`config.mk`:
```
export PLATFORM = sky130hd
export DESIGN_NAME = axi_write_decoder_flat
export DESIGN_NICKNAME = d
export VERILOG_FILES = /design/src/rtl/axi_fifo_pkg.sv /design/src/rtl/fifo_wr_if.sv /design/src/rtl/axi_write_decoder.sv /design/src/flat_wrapper.sv
export SDC_FILE = /design/constraint.sdc
export NUM_CORES = 1
export LEC_CHECK = 0
export ABC_CLOCK_PERIOD_IN_PS = 1900
export BUFFER_PORTS_ARGS = -buffer_cell sky130_fd_sc_hd__buf_2
export CORE_AREA = 2 2 122 124
export CTS_CLUSTER_DIAMETER = 50
export DETAILED_ROUTE_END_ITERATION = 8
export DIE_AREA = 0 0 124 126
export PLACE_DENSITY = 0.51
export SLEW_MARGIN = 20
export SYNTH_ARGS = -nofsm -noshare
export SYNTH_HDL_FRONTEND = slang
export SYNTH_SLANG_ARGS = --single-unit
```
`constraint.sdc`:
```
create_clock -name s_axi_aclk -period 1.9 [get_ports s_axi_aclk]
set_input_delay 0.38 -clock s_axi_aclk [delete_from_list [all_inputs] [get_ports s_axi_aclk]]
set_output_delay 0.38 -clock s_axi_aclk [all_outputs]
set_load 0.03 [all_outputs]
```
`src/rtl/axi_fifo_pkg.sv`:
```
package axi_fifo_pkg;

    //////////////////////////////////////////////////////////////////////
    // Bus widths
    //////////////////////////////////////////////////////////////////////
    localparam int data_w = 128;            // AXI and core word
    localparam int addr_w = 6;
    localparam int id_w   = 16;

    //////////////////////////////////////////////////////////////////////
    // Address map and responses
    //////////////////////////////////////////////////////////////////////
    localparam logic [addr_w-1:0] addr_fifo = 6'h00;    // Outbound push, inbound pop
    localparam logic [addr_w-1:0] addr_ctrl = 6'h10;    // Flush write, status read

    localparam logic [1:0] resp_okay   = 2'b00;
    localparam logic [1:0] resp_slverr = 2'b10;

    // Control word written to addr_ctrl
    typedef struct packed {
        logic [data_w-3:0] reserved;
        logic              flush_in;        // Empty the inbound path
        logic              flush_out;       // Empty the outbound path
    } flush_cmd_t;

    // One W beat seen either as FIFO data or as a flush command
    typedef union packed {
        logic [data_w-1:0] payload;
        flush_cmd_t        cmd;
    } wdata_u;

endpackage

```
`src/rtl/fifo_wr_if.sv`:
```
`timescale 1ns/1ps

// Push side of a sync FIFO
interface fifo_wr_if;

    logic                            push;
    logic [axi_fifo_pkg::data_w-1:0] din;
    logic                            full;
    logic                            flush;     // One-cycle clear that wins over a push

    modport producer (
        output push,
        output din,
        output flush,
        input  full
    );

    modport fifo (
        input  push,
        input  din,
        input  flush,
        output full
    );

endinterface

```
`src/rtl/axi_write_decoder.sv`:
```
`timescale 1ns/1ps

module axi_write_decoder (
    input  logic                            s_axi_aclk,
    input  logic                            s_axi_aresetn,
    // AW channel
    input  logic [axi_fifo_pkg::addr_w-1:0] awaddr,
    input  logic [axi_fifo_pkg::id_w-1:0]   awid,
    input  logic                            awvalid,
    output logic                            awready,
    // W channel
    input  axi_fifo_pkg::wdata_u            wdata,
    input  logic                            wlast,
    input  logic                            wvalid,
    output logic                            wready,
    // B channel
    output logic [1:0]                      bresp,
    output logic [axi_fifo_pkg::id_w-1:0]   bid,
    output logic                            bvalid,
    input  logic                            bready,
    // Outbound FIFO and core controls
    fifo_wr_if.producer                     out_fifo,
    output logic                            in_flush,
    output logic                            rto_core_flush,
    output logic                            rti_core_flush,
    output logic                            rto_core_reset,
    output logic                            rti_core_reset
);

    localparam logic [1:0] st_idle = 2'd0;
    localparam logic [1:0] st_data = 2'd1;     // Beats go to the outbound FIFO
    localparam logic [1:0] st_ctrl = 2'd2;     // Flush commands or bad address
    localparam logic [1:0] st_resp = 2'd3;

    logic [1:0]                    state;
    logic [axi_fifo_pkg::id_w-1:0] awid_q;
    logic                          bad;         // Address outside the map
    logic                          core_reset;
    logic                          aw_hs;
    logic                          w_hs;

    //////////////////////////////////////////////////////////////////////
    // Handshakes
    //////////////////////////////////////////////////////////////////////
    assign awready = (state == st_idle);
    assign wready  = ((state == st_data) && !out_fifo.full) || (state == st_ctrl);
    assign aw_hs   = awvalid & awready;
    assign w_hs    = wvalid & wready;

    assign bvalid = (state == st_resp);     // Held until bready
    assign bresp  = bad ? axi_fifo_pkg::resp_slverr : axi_fifo_pkg::resp_okay;
    assign bid    = awid_q;

    // Data beats straight into the FIFO
    assign out_fifo.push  = (state == st_data) & w_hs;
    assign out_fifo.din   = wdata.payload;
    assign out_fifo.flush = rto_core_flush;   // Same cycle as the core pulse
    assign in_flush       = rti_core_flush;

    assign rto_core_reset = core_reset;
    assign rti_core_reset = core_reset;

    //////////////////////////////////////////////////////////////////////
    // Write FSM
    //////////////////////////////////////////////////////////////////////
    always_ff @(posedge s_axi_aclk) begin
        if (!s_axi_aresetn) begin
            state          <= st_idle;
            bad            <= 1'b0;
            rto_core_flush <= 1'b0;
            rti_core_flush <= 1'b0;
        end else begin
            rto_core_flush <= 1'b0;     // Single-cycle pulses
            rti_core_flush <= 1'b0;
            case (state)
                st_idle: begin
                    if (aw_hs) begin
                        bad <= (awaddr != axi_fifo_pkg::addr_fifo) &&
                               (awaddr != axi_fifo_pkg::addr_ctrl);
                        // Bad address still drains its beats in st_ctrl
                        state <= (awaddr == axi_fifo_pkg::addr_fifo) ? st_data : st_ctrl;
                    end
                end
                st_data: begin
                    if (w_hs && wlast) begin
                        state <= st_resp;
                    end
                end
                st_ctrl: begin
                    if (w_hs && !bad) begin
                        rto_core_flush <= wdata.cmd.flush_out;
                        rti_core_flush <= wdata.cmd.flush_in;
                    end
                    if (w_hs && wlast) begin
                        state <= st_resp;
                    end
                end
                default: begin          // st_resp
                    if (bready) begin
                        state <= st_idle;
                    end
                end
            endcase
        end
    end

    // Request ID echoed on B
    always_ff @(posedge s_axi_aclk) begin
        if (aw_hs) begin
            awid_q <= awid;
        end
    end

    // Core reset follows the bus reset and releases one cycle late
    always_ff @(posedge s_axi_aclk) begin
        core_reset <= !s_axi_aresetn;
    end

endmodule

```
`src/flat_wrapper.sv`:
```
// flat-port wrapper written by rule: the top's interface ports become plain ports
module axi_write_decoder_flat 
  (s_axi_aclk, s_axi_aresetn, awaddr, awid, awvalid, awready, wdata, wlast, wvalid, wready, bresp, bid, bvalid, bready, in_flush, rto_core_flush, rti_core_flush, rto_core_reset, rti_core_reset, out_fifo_push, out_fifo_din, out_fifo_flush, out_fifo_full);
  fifo_wr_if out_fifo_i ();
  input  logic s_axi_aclk;
  input  logic s_axi_aresetn;
  input  logic [axi_fifo_pkg::addr_w-1:0] awaddr;
  input  logic [axi_fifo_pkg::id_w-1:0] awid;
  input  logic awvalid;
  output logic awready;
  input  axi_fifo_pkg::wdata_u wdata;
  input  logic wlast;
  input  logic wvalid;
  output logic wready;
  output logic [1:0] bresp;
  output logic [axi_fifo_pkg::id_w-1:0] bid;
  output logic bvalid;
  input  logic bready;
  output logic in_flush;
  output logic rto_core_flush;
  output logic rti_core_flush;
  output logic rto_core_reset;
  output logic rti_core_reset;
  output wire logic [$bits(out_fifo_i.push)-1:0] out_fifo_push;
  output wire logic [$bits(out_fifo_i.din)-1:0] out_fifo_din;
  output wire logic [$bits(out_fifo_i.flush)-1:0] out_fifo_flush;
  input wire logic [$bits(out_fifo_i.full)-1:0] out_fifo_full;
  assign out_fifo_push = out_fifo_i.push;
  assign out_fifo_din = out_fifo_i.din;
  assign out_fifo_flush = out_fifo_i.flush;
  assign out_fifo_i.full = out_fifo_full;
  axi_write_decoder u_core (.s_axi_aclk(s_axi_aclk), .s_axi_aresetn(s_axi_aresetn), .awaddr(awaddr), .awid(awid), .awvalid(awvalid), .awready(awready), .wdata(wdata), .wlast(wlast), .wvalid(wvalid), .wready(wready), .bresp(bresp), .bid(bid), .bvalid(bvalid), .bready(bready), .out_fifo(out_fifo_i), .in_flush(in_flush), .rto_core_flush(rto_core_flush), .rti_core_flush(rti_core_flush), .rto_core_reset(rto_core_reset), .rti_core_reset(rti_core_reset));
endmodule
```
==> results.yml <==
drt:
  first_pass_drt_iterations: 4
  wire_length_per_cell_after_detailed_routing_um: 23.0
  detail-route-antenna-nets: 0
  routed_via_count: 902
  wl_met3_um: 2400
  top_layer: "met5"
  detail_route.wirelength.met1_um: 1050
  detailroute.wirelength.met2_um: 3140
  route.final.wire_length_um: 7040
  post_drt_via_cell_ratio: 2.95
  drc: 0
  detailedRoute.firstIterationViolations: 27
finish:
  syn2layout_area_growth_pct: -18.9
  layout.cell_area.non_filler_um2: 1480
  finish.cell_count_without_fillers: 306
  num_antenna_cells: 0
  final_layout_size_suffix_gt1_frac: 0.582
  num-nets-final: 284
  filler_cell_count: 1650
floorplan:
  floorplan.die.height_um: 126
  core.rowCount: 44
  die_width_um: 124
  die_area_um2: 15600
  ioPinCount: 313
  placeableCoreArea_um2: 14300
  initial_core_util: 0.128
global_route:
  globalRoute.totalOverflow: 0
  grt_util_all_layers: 0.0799
  grt_pass1_vias: 854
  wire_length_of_the_first_global_routing_pass_um: 8110
  number_of_antenna_violations_at_the_first_check_in_global_routing: 0
  grt_start_max_net_pins: 19
logic_synthesis:
  syn_avg_cell_area_um2: 9.62
  post_synth_most_frequent_cells: "133 x sky130_fd_sc_hd__buf_4, 16 x sky130_fd_sc_hd__edfxtp_1, 6 x sky130_fd_sc_hd__dfxtp_1"
  synth_top_flop_cell: "sky130_fd_sc_hd__edfxtp_1"
  yosys-top-cells-area: "sky130_fd_sc_hd__buf_4 55%, sky130_fd_sc_hd__edfxtp_1 26%, sky130_fd_sc_hd__dfxtp_1 6.6%, sky130_fd_sc_hd__ha_1 2.7%, sky130_fd_sc_hd__inv_1 1.0%"
  synth.most_common_cell: "sky130_fd_sc_hd__buf_4"
  synth.largest_area_cell: "sky130_fd_sc_hd__buf_4"
  syn-cell-area_um2: 1830
  synth-async-reset-ratio: 0
  synth_edf_count: 16
  synth_fp_nets: 351
  yosys_warnings: 0
  synth.distinct_cells: 23
  ys_seq_area_frac: 0.329
  synth_cells: 190
  synth_top_cell_area_share: 0.546
  yosys_register_bits: 22
timing:
  final_period_minus_worst_setup_slack_ps: 1840
  max_clock_freq_mhz: 543
  timing.final.setup_violations: 0
  final_max_slew_viol_count: 0
  fin_skew_ps: 3.87
  final_min_period_over_clock_period: 0.970
  timing.final.hold_violations: 0
clocking:
  post_cts_hold_buffer_count: 0
  tritoncts_clock_tree: "built"
  clk_pin_slew_ps: 60
  clkLatencyLatePin_ps: 260
  clock-root-buffer: "sky130_fd_sc_hd__clkbuf_16"
  cts_made_buffers: 3
  cts_sinks: 22
  cts.htree.levels: 1
  cts.path.max_buffers: 2
setup_path:
  worstPathRequired_ps: 1520
  timing.reg2reg.worst_path_depth: 6
  critical_path_peak_fanout: 4
  critical_path.endpoint_type: "primary output"
  timing.setup.critical_path_class: "reg2out"
  critical_path.reg2reg.startpoint: "u_core.state[0]$_SDFFE_PN0P_"
  worst_ep_arrival_time_ps: 1460
  cp-startpoint: "u_core.state[1]$_SDFFE_PN0P_"
  timing.critical_path.from_type: "flop"
worst_hold_path:
  count_of_cells_along_the_worst_hold_path: 1
  hold_start: "awid[15]"
  min-delay-path-class: "in2reg"
outcome:
  status: "complete, no violations"
placement:
  placed_cells: 301
  post_dp_cell_area_um2: 1360
  gp_congestion: 0.799
  place.detailed.hpwl_um: 6480
  quantity_of_i_o_buffers_inserted_on_ports: 59
pwr:
  ir_drop_mv: 0.245
  power_density_nw_per_um2: 1220
  leakage_power_total_nw: 0.617
job:
  max_cap_viol_count: 0
[critical path, stage by stage (launching register included)]
cell and delay (ps):
sky130_fd_sc_hd__dfxtp_4 360, sky130_fd_sc_hd__inv_2 60, sky130_fd_sc_hd__ha_1 190, sky130_fd_sc_hd__nand2b_1 100
sky130_fd_sc_hd__nor2b_4 130, sky130_fd_sc_hd__inv_1 40, sky130_fd_sc_hd__and3_1 180, sky130_fd_sc_hd__buf_6 140
[timing repair]
| action | CTS | global route |
|---|---|---|
| buffers inserted | 0 | 1 |
| gates resized for setup | 1 | 10 |
| endpoints found under the setup margin | 1 | 2 |
| cloned | 0 | 0 |
[layout by cell type (no fill, tap or decap), types with 2 or more instances in the layout]
| master | Yosys | final |
|---|---|---|
| sky130_fd_sc_hd__inv_1 | 5 | 4 |
| sky130_fd_sc_hd__buf_4 | 133 | 2 |
| sky130_fd_sc_hd__ha_1 | 4 | 2 |
| sky130_fd_sc_hd__edfxtp_1 | 16 | 16 |
| sky130_fd_sc_hd__dfxtp_1 | 6 | 4 |
| sky130_fd_sc_hd__o21ai_0 | 2 | 2 |
| sky130_fd_sc_hd__and2_1 | 2 | 2 |
| sky130_fd_sc_hd__a31oi_1 | 2 | 2 |
| sky130_fd_sc_hd__nand2b_1 | 2 | 2 |
| sky130_fd_sc_hd__clkbuf_16 | 0 | 3 |
| sky130_fd_sc_hd__nand2_1 | 2 | 2 |
| sky130_fd_sc_hd__nor3_1 | 3 | 3 |
| sky130_fd_sc_hd__a21oi_1 | 2 | 2 |
| sky130_fd_sc_hd__buf_2 | 0 | 58 |
[flip-flops by register name, summed over array words and instances (netlist names)]
register               cells
u_core.bad                 1
u_core.bid                16
u_core.in_flush            1
u_core.out_fifo.flush      1
u_core.rti_core_reset      1
u_core.state               2
[power breakdown]
part           total (mW)  switching, mW  internal (mW)
logic               0.688          0.452          0.235
registers           0.678         0.0372          0.641
clock network       0.444          0.163          0.281
total                1.81          0.653           1.16
[cell families (layout without fill, tap and decap cells)]
group           Yosys count  in the layout  synth area share
compound gates            9              9            0.0322
fa+ha+maj                 4              4            0.0274
buf+inv                 138             70             0.556
flops                    22             22             0.329
other cells               1              1           0.00205
simple gates             16             16            0.0534
[final timing paths]
check | end | slack [ps]
min | u_core.bid[15]$_DFFE_PP_ | 290
max reg2reg | u_core.state[0]$_SDFFE_PN0P_ | 100
min reg2reg | u_core.state[0]$_SDFFE_PN0P_ | 500
max | out_fifo_push | 60
[layout make-up]
class	count	area (um2)	area share
clock buffers	3	75.1	0.0506
clock inverters	1	3.75	0.00253
repair buffers	61	317	0.214
well taps	184	230	0.155
multi-input cells	30	233	0.157
inverters	5	18.8	0.0127
flip-flops and latches	22	606	0.408
[layer usage]
layer / global-route usage / vias to the layer above
li1: - / 338
met1: 0.0280 / 348
met2: 0.130 / 190
met3: 0.122 / 24
met4: 0.0496 / 2
met5: 0.0362 / -
[through the flow]
step                      setup WS [ps]  hold WS, ps  power, mW  setup TNS, ps  utilization
after floorplan                    55.8          455       1.63              0            -
after CTS                          12.0          289       1.76              0        0.101
final                              56.9          294       1.81              0        0.104
after detailed placement           16.3          516       1.31              0       0.0952
after global routing              -10.0          284       1.93          -10.0        0.104
after global placement             92.6          500       1.29              0       0.0952
No activity file was read; power rests on OpenSTA's default activity.
