### config.mk
export PLATFORM = sky130hd
export DESIGN_NAME = axi_read_engine_flat
export DESIGN_NICKNAME = d
export VERILOG_FILES = /design/src/rtl/axi_fifo_pkg.sv /design/src/rtl/fifo_rd_if.sv /design/src/rtl/axi_read_engine.sv /design/src/flat_wrapper.sv
export SDC_FILE = /design/constraint.sdc
export NUM_CORES = 1
export LEC_CHECK = 0
export BUFFER_PORTS_ARGS = -buffer_cell sky130_fd_sc_hd__buf_4
export CAP_MARGIN = 20
export CORE_AREA = 2 2 123 125
export DETAILED_ROUTE_END_ITERATION = 16
export DIE_AREA = 0 0 125 127
export PLACE_DENSITY = 0.47
export SYNTH_ARGS = -nofsm -noshare
export SYNTH_HDL_FRONTEND = slang
export SYNTH_SLANG_ARGS = --single-unit
### constraint.sdc
create_clock -name s_axi_aclk -period 1.9 [get_ports s_axi_aclk]
set_input_delay 0.095 -clock s_axi_aclk [delete_from_list [all_inputs] [get_ports s_axi_aclk]]
set_output_delay 0.095 -clock s_axi_aclk [all_outputs]
set_load 0.05 [all_outputs]
### src/rtl/axi_fifo_pkg.sv
package axi_fifo_pkg;

    //////////////////////////////////////////////////////////////////////
    // Bus widths
    //////////////////////////////////////////////////////////////////////
    localparam int data_w = 128;            // AXI and core word
    localparam int addr_w = 6;
    localparam int id_w   = 16;

    //////////////////////////////////////////////////////////////////////
    // Address map and responses
    //////////////////////////////////////////////////////////////////////
    localparam logic [addr_w-1:0] addr_fifo = 6'h00;    // Outbound push, inbound pop
    localparam logic [addr_w-1:0] addr_ctrl = 6'h10;    // Flush write, status read

    localparam logic [1:0] resp_okay   = 2'b00;
    localparam logic [1:0] resp_slverr = 2'b10;

    // Control word written to addr_ctrl
    typedef struct packed {
        logic [data_w-3:0] reserved;
        logic              flush_in;        // Empty the inbound path
        logic              flush_out;       // Empty the outbound path
    } flush_cmd_t;

    // One W beat seen either as FIFO data or as a flush command
    typedef union packed {
        logic [data_w-1:0] payload;
        flush_cmd_t        cmd;
    } wdata_u;

endpackage

### src/rtl/fifo_rd_if.sv
`timescale 1ns/1ps

// Pop side of a show-ahead sync FIFO
interface fifo_rd_if;

    logic                            pop;
    logic [axi_fifo_pkg::data_w-1:0] dout;     // Head word while not empty
    logic                            empty;
    logic                            flush;

    modport consumer (
        output pop,
        output flush,
        input  dout,
        input  empty
    );

    modport fifo (
        input  pop,
        input  flush,
        output dout,
        output empty
    );

endinterface

### src/rtl/axi_read_engine.sv
`timescale 1ns/1ps

module axi_read_engine (
    input  logic                            s_axi_aclk,
    input  logic                            s_axi_aresetn,
    // AR channel
    input  logic [axi_fifo_pkg::addr_w-1:0] araddr,
    input  logic [axi_fifo_pkg::id_w-1:0]   arid,
    input  logic [7:0]                      arlen,
    input  logic                            arvalid,
    output logic                            arready,
    // R channel
    output logic [axi_fifo_pkg::data_w-1:0] rdata,
    output logic [1:0]                      rresp,
    output logic [axi_fifo_pkg::id_w-1:0]   rid,
    output logic                            rlast,
    output logic                            rvalid,
    input  logic                            rready,
    // Inbound FIFO
    fifo_rd_if.consumer                     in_fifo
);

    localparam logic [1:0] st_idle   = 2'd0;
    localparam logic [1:0] st_burst  = 2'd1;   // Beats straight from the FIFO head
    localparam logic [1:0] st_single = 2'd2;   // Status, error or empty reply

    logic [1:0]                      state;
    logic [axi_fifo_pkg::id_w-1:0]   rid_q;
    logic [7:0]                      beat_cnt;      // Beats left after this one
    logic [axi_fifo_pkg::data_w-1:0] single_data;
    logic [1:0]                      single_resp;
    logic                            ar_hs;
    logic                            pop;

    assign arready = (state == st_idle);
    assign ar_hs   = arvalid & arready;
    assign pop     = (state == st_burst) & ~in_fifo.empty & rready;

    assign in_fifo.pop   = pop;
    assign in_fifo.flush = 1'b0;      // Inbound flush enters on the push side

    //////////////////////////////////////////////////////////////////////
    // R channel outputs
    //////////////////////////////////////////////////////////////////////
    always_comb begin
        rid = rid_q;
        if (state == st_burst) begin
            rvalid = ~in_fifo.empty;      // Stalls while the core is behind
            rdata  = in_fifo.dout;
            rresp  = axi_fifo_pkg::resp_okay;
            rlast  = (beat_cnt == 8'd0);
        end else begin
            rvalid = (state == st_single);
            rdata  = single_data;
            rresp  = single_resp;
            rlast  = 1'b1;                // Single replies are one beat
        end
    end

    //////////////////////////////////////////////////////////////////////
    // Read FSM
    //////////////////////////////////////////////////////////////////////
    always_ff @(posedge s_axi_aclk) begin
        if (!s_axi_aresetn) begin
            state <= st_idle;
        end else begin
            case (state)
                st_idle: begin
                    if (ar_hs) begin
                        if (araddr == axi_fifo_pkg::addr_fifo && !in_fifo.empty) begin
                            state <= st_burst;
                        end else begin
                            state <= st_single;
                        end
                    end
                end
                st_burst: begin
                    if (pop && beat_cnt == 8'd0) begin
                        state <= st_idle;     // Last beat taken
                    end
                end
                default: begin               // st_single
                    if (rready) begin
                        state <= st_idle;
                    end
                end
            endcase
        end
    end

    // Request fields and the registered single reply
    always_ff @(posedge s_axi_aclk) begin
        if (ar_hs) begin
            rid_q    <= arid;
            beat_cnt <= arlen;
            if (araddr == axi_fifo_pkg::addr_ctrl) begin
                single_data <= {{(axi_fifo_pkg::data_w-1){1'b0}}, ~in_fifo.empty};
                single_resp <= axi_fifo_pkg::resp_okay;
            end else begin
                single_data <= '0;       // Empty FIFO read or bad address
                single_resp <= axi_fifo_pkg::resp_slverr;
            end
        end else if (pop) begin
            beat_cnt <= beat_cnt - 1'b1;
        end
    end

endmodule

### src/flat_wrapper.sv
// flat-port wrapper written by rule: the top's interface ports become plain ports
module axi_read_engine_flat 
  (s_axi_aclk, s_axi_aresetn, araddr, arid, arlen, arvalid, arready, rdata, rresp, rid, rlast, rvalid, rready, in_fifo_pop, in_fifo_flush, in_fifo_dout, in_fifo_empty);
  fifo_rd_if in_fifo_i ();
  input  logic s_axi_aclk;
  input  logic s_axi_aresetn;
  input  logic [axi_fifo_pkg::addr_w-1:0] araddr;
  input  logic [axi_fifo_pkg::id_w-1:0] arid;
  input  logic [7:0] arlen;
  input  logic arvalid;
  output logic arready;
  output logic [axi_fifo_pkg::data_w-1:0] rdata;
  output logic [1:0] rresp;
  output logic [axi_fifo_pkg::id_w-1:0] rid;
  output logic rlast;
  output logic rvalid;
  input  logic rready;
  output wire logic [$bits(in_fifo_i.pop)-1:0] in_fifo_pop;
  output wire logic [$bits(in_fifo_i.flush)-1:0] in_fifo_flush;
  input wire logic [$bits(in_fifo_i.dout)-1:0] in_fifo_dout;
  input wire logic [$bits(in_fifo_i.empty)-1:0] in_fifo_empty;
  assign in_fifo_pop = in_fifo_i.pop;
  assign in_fifo_flush = in_fifo_i.flush;
  assign in_fifo_i.dout = in_fifo_dout;
  assign in_fifo_i.empty = in_fifo_empty;
  axi_read_engine u_core (.s_axi_aclk(s_axi_aclk), .s_axi_aresetn(s_axi_aresetn), .araddr(araddr), .arid(arid), .arlen(arlen), .arvalid(arvalid), .arready(arready), .rdata(rdata), .rresp(rresp), .rid(rid), .rlast(rlast), .rvalid(rvalid), .rready(rready), .in_fifo(in_fifo_i));
endmodule
==> run summary, run 1 <==
mapped cell area: 2093 um2
largest net degree at the start of global routing: 85
setup ws final: 112.7 ps
vias in the first global route: 2,837
R2R Path Start: u_core.beat_cnt[4]
Crit path buffers/inverters: 2
IO Pins: 314
Worst VDD drop: 0.0006641 V
CP peak stage delay: 400 ps
hold path start: arid[2]
Antenna Nets Post-Route: 0
register area share after synthesis: 0.3921
Mean Syn Cell Area: 8.722 um2
DRC: 0
total grt overflow: 0
router iterations before antenna repair: 4
WP depth: 4
WHS: 5.776 ps
Non-Filler Instances: 738
register area: 824.5 um2
critical path startpoint category: register
grt met2 use: 0.2155
die area: 15,880 um2
routed vias/inst: 3.802
Synth Flop Type: edfxtp_1
P_leak: 0.002495 uW
crit-path leading delay family: buffers and inverters
drt wl/cell: 17.12 um
status: complete, no violations
Crit Path Class: register to output pin
total number of vias: 2,806
Synth top area share: 0.3796
Final nets: 719
Placed Cells: 721
GP Congestion: 0.8387
Setup Buffers After CTS: 0
Reg2Reg Setup Slack: 280 ps
Synth Instances: 240
number of port buffers: 311
final setup TNS: 0 ps
FF-to-FF path depth: 4
Worst-Skew Late Latency: 260 ps
crit share post-route: 0.9407
layout cells sized above 1: 0.5895
Initial Util: 0.1451
Layout Skew: 5.632 ps
clock sink total: 28
Hold Path Stages: 1
Slowest cell on crit path: dfxtp_1
Final Slew Violations: 0
arrival time worst endpoint: 1690 ps
top post-synthesis cells by area: and2_1, edfxtp_1, clkbuf_1
Worst-path clk slew: 70 ps
core area: 14,420 um2
total CTS buffers: 3
CTS tree: built
crit end category: output pin
Final Critical Period: 1787 ps
Synth Warn #: 0
Critical Path RT: 1800 ps
Chip Height: 127 um
row cnt: 44
H-tree level count: 1
Netlist cell types: 33
RSZ-0062 raised after global routing: no
initial antenna violation count: 1
Max Freq: 559.5 MHz
Crit Path Max Fanout: 84
final wirelength: 12,630 um
met3 GRT Util: 0.05276
fillers: 1,535
Setup WS pre-CTS: 246.4 ps
crit-path cells: nor2b_4 > buf_12 > mux2_1 > buf_4
Global Route Usage Sum: 0.1409
Power Density: 960.9 nW/um2
clock buffer depth: 2
number of synthesized flops with an enable pin: 26
global routing usage on met1: 0.1938
Worst Hold Class: input pin to register
first-pass GRT wire length: 17,310 um
final core occ: 0.3375
DP HPWL: 10,770 um
asr flop ratio synth: 0
Yosys reg bits: 28
Final Hold Vio Count: 0
die extent in x: 125 um
total of max-cap violations: 0
Most Used Layer, Global Route: met2
Iteration-0 DRC Markers: 94
synthesis-to-layout area growth: 132.6%
area leader, netlist: and2_1
Root Buffer: clkbuf_16
Critical Path Start: u_core.state[1]
Multi-input gate area: 1186 um2
final setup fails: 0
==> worst paths after layout <==
path	to
worst max-delay path	rdata[0]
worst min-delay path	u_core.rid[2]
worst max register to register	u_core.state[1]
worst min register to register	u_core.beat_cnt[0]
==> power breakdown <==
group	total [uW]	internal, uW	switching [uW]	leakage [uW]
Sequential	918	837	81.0	0.000261
Clock	629	420	209	0.0000511
Combinational	3130	1030	2100	0.00218
==> registers in the layout, indices dropped and copies added (netlist names) <==
register            flops
u_core.rid             16
u_core.state            2
u_core.single_data      1
u_core.beat_cnt         8
u_core.single_resp      1
==> routing by layer <==
| layer | part of all wire | vias up |
|---|---|---|
| li1 | - | 1385 |
| met1 | 0.43 | 1242 |
| met2 | 0.46 | 171 |
| met3 | 0.10 | 8 |
| met4 | 0.0084 | 0 |
| met5 | 0 | - |
==> cells in the mapped netlist (2+ instances only) <==
master,number
a21oi_1,7
and2_1,127
and3_1,2
buf_2,3
buf_4,2
clkbuf_1,14
dfxtp_1,2
edfxtp_1,26
ha_1,2
inv_1,6
nand2_1,7
nand2b_1,2
nor2_1,13
nor2b_1,3
nor4_1,2
o21ai_0,2
xnor2_1,3
xor2_1,2
==> repair_timing <==
action	in CTS	in global routing
hold endpoints to repair	8	4
hold buffers	8	4
pin swaps	0	0
resized for setup	1	1
endpoints found under the setup margin	1	1
==> cells by family (layout without fill, tap and decap cells) <==
family / Yosys count / in the layout / synth area share
adder cells (fa/ha/maj): 2 / 2 / 0.01195
AO/OA/AOI/OAI: 14 / 14 / 0.04483
AND/OR/NAND/NOR: 163 / 163 / 0.4674
XOR/XNOR: 5 / 5 / 0.02092
other: 1 / 3 / 0.001791
flip-flops: 28 / 28 / 0.3921
buffers and inverters: 25 / 337 / 0.05020
multiplexers: 2 / 2 / 0.01076
==> final cells by class <==
class,instances,share of cell area
Timing Repair Buffer,327,0.5130
Multi-Input combinational cell,188,0.2436
Sequential cell,28,0.1694
Tap cell,184,0.04729
Clock buffer,3,0.01542
Clock inverter,1,0.006168
Inverter,6,0.004626
Antenna cell,1,0.0005140
==> metrics by stage <==
stage	area [um2]	power, uW
finish	4868	4678
global route	4866	4887
CTS	4823	4713
detailed placement	4637	4054
global placement	4637	4052
floorplan	2105	2981
==> layout by cell type, fill, tap and decap left out, types with 2 or more instances in the layout <==
cell type      Yosys  layout
nor2_1            13      12
nand2b_1           2       2
dlygate4sd3_1      0      12
edfxtp_1          26      26
nor4_1             2       2
and2_1           127     127
nand2_1            7       7
o21ai_0            2       2
inv_1              6       6
ha_1               2       2
buf_4              2     314
conb_1             1       2
xnor2_1            3       3
clkbuf_16          0       3
a21oi_1            7       7
nor2b_1            3       2
and3_1             2       2
xor2_1             2       2
Note: power is estimated with default switching activity, not from simulation.
==> inputs of run 2 (changes only) <==
- HOLD_SLACK_MARGIN: unset -> 0.12
==> run 2 against run 1 <==
Against the previous run: sequential power is essentially flat; sequential share of layout area shrank 0.31 points; largest cell class unchanged; global-route usage grew 0.17 points; critical path type unchanged; critical endpoint unchanged; count of clock-buffer cells in the layout is the same.
==> run summary, run 2 (synthesis gave the netlist of run 1 again) <==
R2R Path Start: u_core.beat_cnt[4] (unchanged)
crit share post-route: 0.9391 (was 0.9407)
die extent in x: 125 um (unchanged)
Chip Height: 127 um (unchanged)
final setup TNS: 0 ps (unchanged)
Layout Skew: 4.245 ps (was 5.632 ps)
most common cell after layout, fill and taps aside: buf_4 (unchanged)
CTS tree: built (unchanged)
Antenna Nets Post-Route: 0 (unchanged)
Worst VDD drop: 0.0006728 V (was 0.0006641 V)
Worst Hold Class: input pin to register (unchanged)
DP HPWL: 10,770 um (unchanged)
Final nets: 728 (was 719)
Final Critical Period: 1784 ps (was 1787 ps)
total number of vias: 2,854 (was 2,806)
arrival time worst endpoint: 1690 ps (about the same)
P_leak: 0.002536 uW (was 0.002495 uW)
Root Buffer: clkbuf_16 (unchanged)
FF-to-FF path depth: 4 (unchanged)
drt wl/cell: 16.97 um (was 17.12 um)
total CTS buffers: 3 (unchanged)
total of max-cap violations: 0 (unchanged)
fillers: 1,528 (was 1,535)
vias in the first global route: 2,905 (was 2,837)
Area after DPL: 4637 um2 (unchanged)
Reg2Reg Setup Slack: 280 ps (about the same)
Multi-input gate area: 1186 um2 (unchanged)
register area: 824.5 um2 (unchanged)
clock buffer depth: 2 (unchanged)
synthesis-to-layout area growth: 136.9% (was 132.6%)
Worst-path clk slew: 70 ps (about the same)
Critical Path Start: u_core.state[1] (unchanged)
Iteration-0 DRC Markers: 91 (was 94)
commonest non-fill, non-tap cells in the layout: buf_4, and2_1, edfxtp_1 (unchanged)
Largest register FFs: 16 (unchanged)
GP Congestion: 0.8387 (unchanged)
layout cells sized above 1: 0.5801 (was 0.5895)
initial antenna violation count: 1 (unchanged)
Crit Path Max Fanout: 84 (unchanged)
row cnt: 44 (unchanged)
routed vias/inst: 3.821 (was 3.802)
Initial Util: 0.1451 (unchanged)
FF-to-FF End: u_core.state[1] (unchanged)
final setup fails: 0 (unchanged)
critical path startpoint category: register (unchanged)
Crit Path Class: register to output pin (unchanged)
first-pass GRT wire length: 17,550 um (was 17,310 um)
IO Pins: 314 (unchanged)
final wirelength: 12,680 um (was 12,630 um)
H-tree level count: 1 (unchanged)
crit path to: rdata[0] (unchanged)
Max Freq: 560.4 MHz (was 559.5 MHz)
Power Density: 945.7 nW/um2 (was 960.9 nW/um2)
router iterations before antenna repair: 4 (unchanged)
number of port buffers: 311 (unchanged)
Final Slew Violations: 0 (unchanged)
Critical Path RT: 1800 ps (about the same)
status: complete, no violations (unchanged)
die area: 15,880 um2 (unchanged)
RSZ-0062 raised after global routing: no (unchanged)
clock sink total: 28 (unchanged)
largest net degree at the start of global routing: 85 (unchanged)
Global Route Usage Sum: 0.1426 (was 0.1409)
Final Hold Vio Count: 0 (unchanged)
final core occ: 0.3438 (was 0.3375)
Worst-Skew Late Latency: 260 ps (about the same)
fin area: 4959 um2 (was 4868 um2)
DRC: 0 (unchanged)
total grt overflow: 0 (unchanged)
crit end category: output pin (unchanged)
core area: 14,420 um2 (unchanged)
-- run 2: cell type report --
class,instances,area share
timing repair buffer,336,0.5218
multi-input combinational,188,0.2392
sequential,28,0.1663
tap,184,0.04643
clock buffer,3,0.01514
clock inverter,1,0.006056
inverter,6,0.004542
antenna,1,0.0005047
-- run 2: worst max-delay path: stages (launching register included) --
cell and delay, ps:
dfxtp_1 400, nor2b_4 190, buf_12 260, mux2_1 360, buf_4 190
-- run 2: metrics by stage --
stage | total power, uW | setup WS, ps | instances | hold slack, ps
floorplan | 2981 | 0.5000 | 241 | 193.9
global placement | 4052 | 314.2 | 721 | 273.5
detailed placement | 4054 | 246.4 | 721 | 274.3
CTS | 4733 | 84.89 | 746 | 140.9
global route | 4902 | 6.154 | 746 | 156.5
finish | 4689 | 115.7 | 747 | 143.4
-- run 2: routing by layer --
| metal | share of wire | vias to the layer above | GRT usage |
|---|---|---|---|
| met5 | 0 | - | 0 |
| met4 | 0.0078 | 0 | 0.02157 |
| met3 | 0.10 | 8 | 0.05151 |
| met2 | 0.46 | 176 | 0.2206 |
| met1 | 0.43 | 1266 | 0.1953 |
| li1 | - | 1404 | - |
-- run 2: repair_timing --
item                                    CTS  global route
pin swaps                                 0             0
resized for setup                         1             1
hold buffers                             21             0
buffers inserted                          0             0
endpoints found under the setup margin    1             1
endpoints found under the hold margin    19             0
-- run 2: worst min-delay path by stage --
stage / startpoint / endpoint / slack, ps / cells past startpoint
3_5_place_dp: arid[7] / u_core.rid[7] / 270 / 1
5_1_grt: araddr[4] / u_core.state[0] / 160 / 3
6_report: araddr[4] / u_core.state[0] / 140 / 3
3_3_place_gp: arid[9] / u_core.rid[9] / 270 / 1
2_1_floorplan: arid[0] / u_core.rid[0] / 190 / 0
4_1_cts: araddr[4] / u_core.state[0] / 140 / 3
-- run 2: power by group --
part	internal, uW	switching (uW)	total [uW]
Combinational	1050	2100	3150
Clock	420	205	625
Sequential	837	80.1	917
Total	2300	2390	4690
==> inputs of run 3 (changes only) <==
- ABC_AREA: unset -> 1
- CORE_AREA: 2 2 123 125 -> 2 2 122 124
- DIE_AREA: 0 0 125 127 -> 0 0 124 126
- PLACE_DENSITY: 0.47 -> 0.5
==> run 3 against run 2 <==
Against the previous run: critical path type unchanged; clock skew down 1.2 ps; non-clock buffer count down 1; first-iteration DRC count up 3.3%; setup slack better by 95 ps; sequential cell count unchanged; highest routed layer is now met5.
==> run summary, run 3 <==
crit end category: output pin (unchanged)
Power Density: 1436 nW/um2 (was 945.7 nW/um2)
H-tree level count: 1 (unchanged)
Synth top area share: 0.3342 (was 0.3796)
register area share after synthesis: 0.3514 (was 0.3921)
largest net degree at the start of global routing: 133 (was 85)
Global Route Usage Sum: 0.1366 (was 0.1426)
Root Buffer: clkbuf_16 (unchanged)
first-pass GRT wire length: 16,820 um (was 17,550 um)
Mean Syn Cell Area: 5.929 um2 (was 8.722 um2)
number of port buffers: 311 (unchanged)
layout cells sized above 1: 0.4603 (was 0.5801)
DP HPWL: 9889 um (was 10,770 um)
Final Slew Violations: 0 (unchanged)
Final Critical Period: 1689 ps (was 1784 ps)
hold path start: arlen[4] (was araddr[4])
Worst VDD drop: 0.0007786 V (was 0.0006728 V)
critical path startpoint category: register (unchanged)
Chip Height: 126 um (was 127 um)
die extent in x: 124 um (was 125 um)
M1 WL: 4336 um (was 5475 um)
synthesis-to-layout area growth: 121.9% (was 136.9%)
final wirelength: 12,140 um (was 12,680 um)
Layout Skew: 3.087 ps (was 4.245 ps)
drt wl/cell: 13.46 um (was 16.97 um)
DRC: 0 (unchanged)
Critical Path Start: u_core.state[1] (unchanged)
Placed Cells: 875 (was 721)
uppermost layer routed: met5 (was met4)
fillers: 1,565 (was 1,528)
Synth Instances: 394 (was 240)
IO Pins: 314 (unchanged)
most instantiated library cell after synthesis: nor2_1 (was and2_1)
R2R Path Start: u_core.state[0] (was u_core.beat_cnt[4])
crit share post-route: 0.8891 (was 0.9391)
Synth Flop Type: edfxtp_1 (unchanged)
Largest register FFs: 16 (unchanged)
CTS tree: built (unchanged)
final setup TNS: 0 ps (unchanged)
total of max-cap violations: 0 (unchanged)
Antenna Nets Post-Route: 0 (unchanged)
Setup Buffers After CTS: 0 (unchanged)
Final nets: 883 (was 728)
Iteration-0 DRC Markers: 94 (was 91)
arrival time worst endpoint: 1590 ps (was 1690 ps)
met2 WL: 6218 um (was 5825 um)
routed wl met3: 1441 um (was 1276 um)
Worst-path clk slew: 70 ps (about the same)
RSZ-0062 raised after global routing: no (unchanged)
number of synthesized flops with an enable pin: 26 (unchanged)
final core occ: 0.3621 (was 0.3438)
total grt overflow: 0 (unchanged)
vias in the first global route: 3,311 (was 2,905)
clock buffer depth: 2 (unchanged)
Crit Path Class: register to output pin (unchanged)
most common cell after layout, fill and taps aside: buf_4 (unchanged)
commonest non-fill, non-tap cells in the layout: buf_4, nor2_1, inv_1 (was buf_4, and2_1, edfxtp_1)
Yosys reg bits: 28 (unchanged)
Non-Filler Instances: 902 (was 747)
top post-synthesis cells by area: edfxtp_1, nor2_1, inv_1 (was and2_1, edfxtp_1, clkbuf_1)
total CTS buffers: 3 (unchanged)
total number of vias: 3,422 (was 2,854)
initial antenna violation count: 2 (was 1)
Post-synth top cells: nor2_1, inv_1, edfxtp_1 (was and2_1, edfxtp_1, clkbuf_1)
core area: 14,310 um2 (was 14,420 um2)
final setup fails: 0 (unchanged)
Netlist cell types: 29 (was 33)
GP Congestion: 0.8266 (was 0.8387)
Crit Path Max Fanout: 66 (was 84)
die area: 15,620 um2 (was 15,880 um2)
asr flop ratio synth: 0 (unchanged)
status: complete, no violations (unchanged)
row cnt: 44 (unchanged)
router iterations before antenna repair: 4 (unchanged)
WHS: 124.3 ps (was 143.4 ps)
Initial Util: 0.1632 (was 0.1451)
Critical Path RT: 1800 ps (about the same)
Synth Warn #: 0 (unchanged)
clock sink total: 28 (unchanged)
mapped cell area: 2336 um2 (was 2093 um2)
P_leak: 0.003216 uW (was 0.002536 uW)
area leader, netlist: edfxtp_1 (was and2_1)
Worst-Skew Late Latency: 260 ps (about the same)
Max Freq: 592.0 MHz (was 560.4 MHz)
Worst Hold Class: input pin to register (unchanged)
routed vias/inst: 3.794 (was 3.821)
Final Hold Vio Count: 0 (unchanged)
## run 3: cell types whose count changed after synthesis, moves of 7 or more
cell,before,now
clkbuf_1,14,2
nand2_1,7,25
a21oi_1,7,0
inv_1,6,140
and2_1,127,1
nand3_1,1,8
buf_2,3,12
nor2_1,13,145
## run 3: power by group
group,switching (uW),internal (uW)
Combinational,4180,1650
Sequential,134,961
Clock,194,322
Total,4500,2940
## run 3: layout make-up
type	instances	area [um2]	share of cell area
Sequential cell	28	820.8	0.1584
Timing Repair Buffer	335	2615	0.5046
Tap cell	184	230.2	0.04442
Clock buffer	4	88.84	0.01714
Antenna cell	1	2.502	0.0004829
Inverter	143	536.8	0.1036
Multi-Input combinational cell	207	888.4	0.1714
## run 3: worst max-delay path, cell delays in order (launching register included)
cell and delay (ps):
dfxtp_1 390, inv_2 70, nand2_4 110, buf_16 250, inv_2 120, o21ai_2 100, buf_4 230
## run 3: timing repair
action	in CTS	in global routing
hold endpoints to repair	20	0
hold buffers	20	0
setup endpoints to repair	0	3
resized for setup	0	1
## run 3: final timing paths
path         slack (ps)  cells past startpoint            endpoint
max                 210                      6               rlast
min                 120                      3  u_core.beat_cnt[4]
max reg2reg         430                      4       u_core.rid[1]
min reg2reg         630                      4     u_core.state[0]
## run 3: metrics by stage
step           area, um2  worst slack (ps)  power [uW]
2_1_floorplan       2340             58.04        5031
3_3_place_gp        4851             116.8        6821
3_5_place_dp        4851             66.71        6853
4_1_cts             5140             30.49        7418
5_1_grt             5180             100.7        7844
6_report            5182             210.8        7442
## run 3: cell families after synthesis
kind of cell / Yosys count / synth area share
adders and majority gates: 2 / 0.01071
xor gates and xnor gates: 2 / 0.007500
AOI/OAI and AO/OA: 12 / 0.03053
other: 1 / 0.001605
DFF: 28 / 0.3514
buffers and inverters: 160 / 0.2699
and+or+nand+nor: 189 / 0.3283
## run 3: routing by layer
| metal | global-route usage | up-vias |
|---|---|---|
| li1 | - | 1725 |
| met1 | 0.1449 | 1519 |
| met2 | 0.2595 | 166 |
| met3 | 0.05208 | 10 |
| met4 | 0.01652 | 2 |
| met5 | 0 | - |
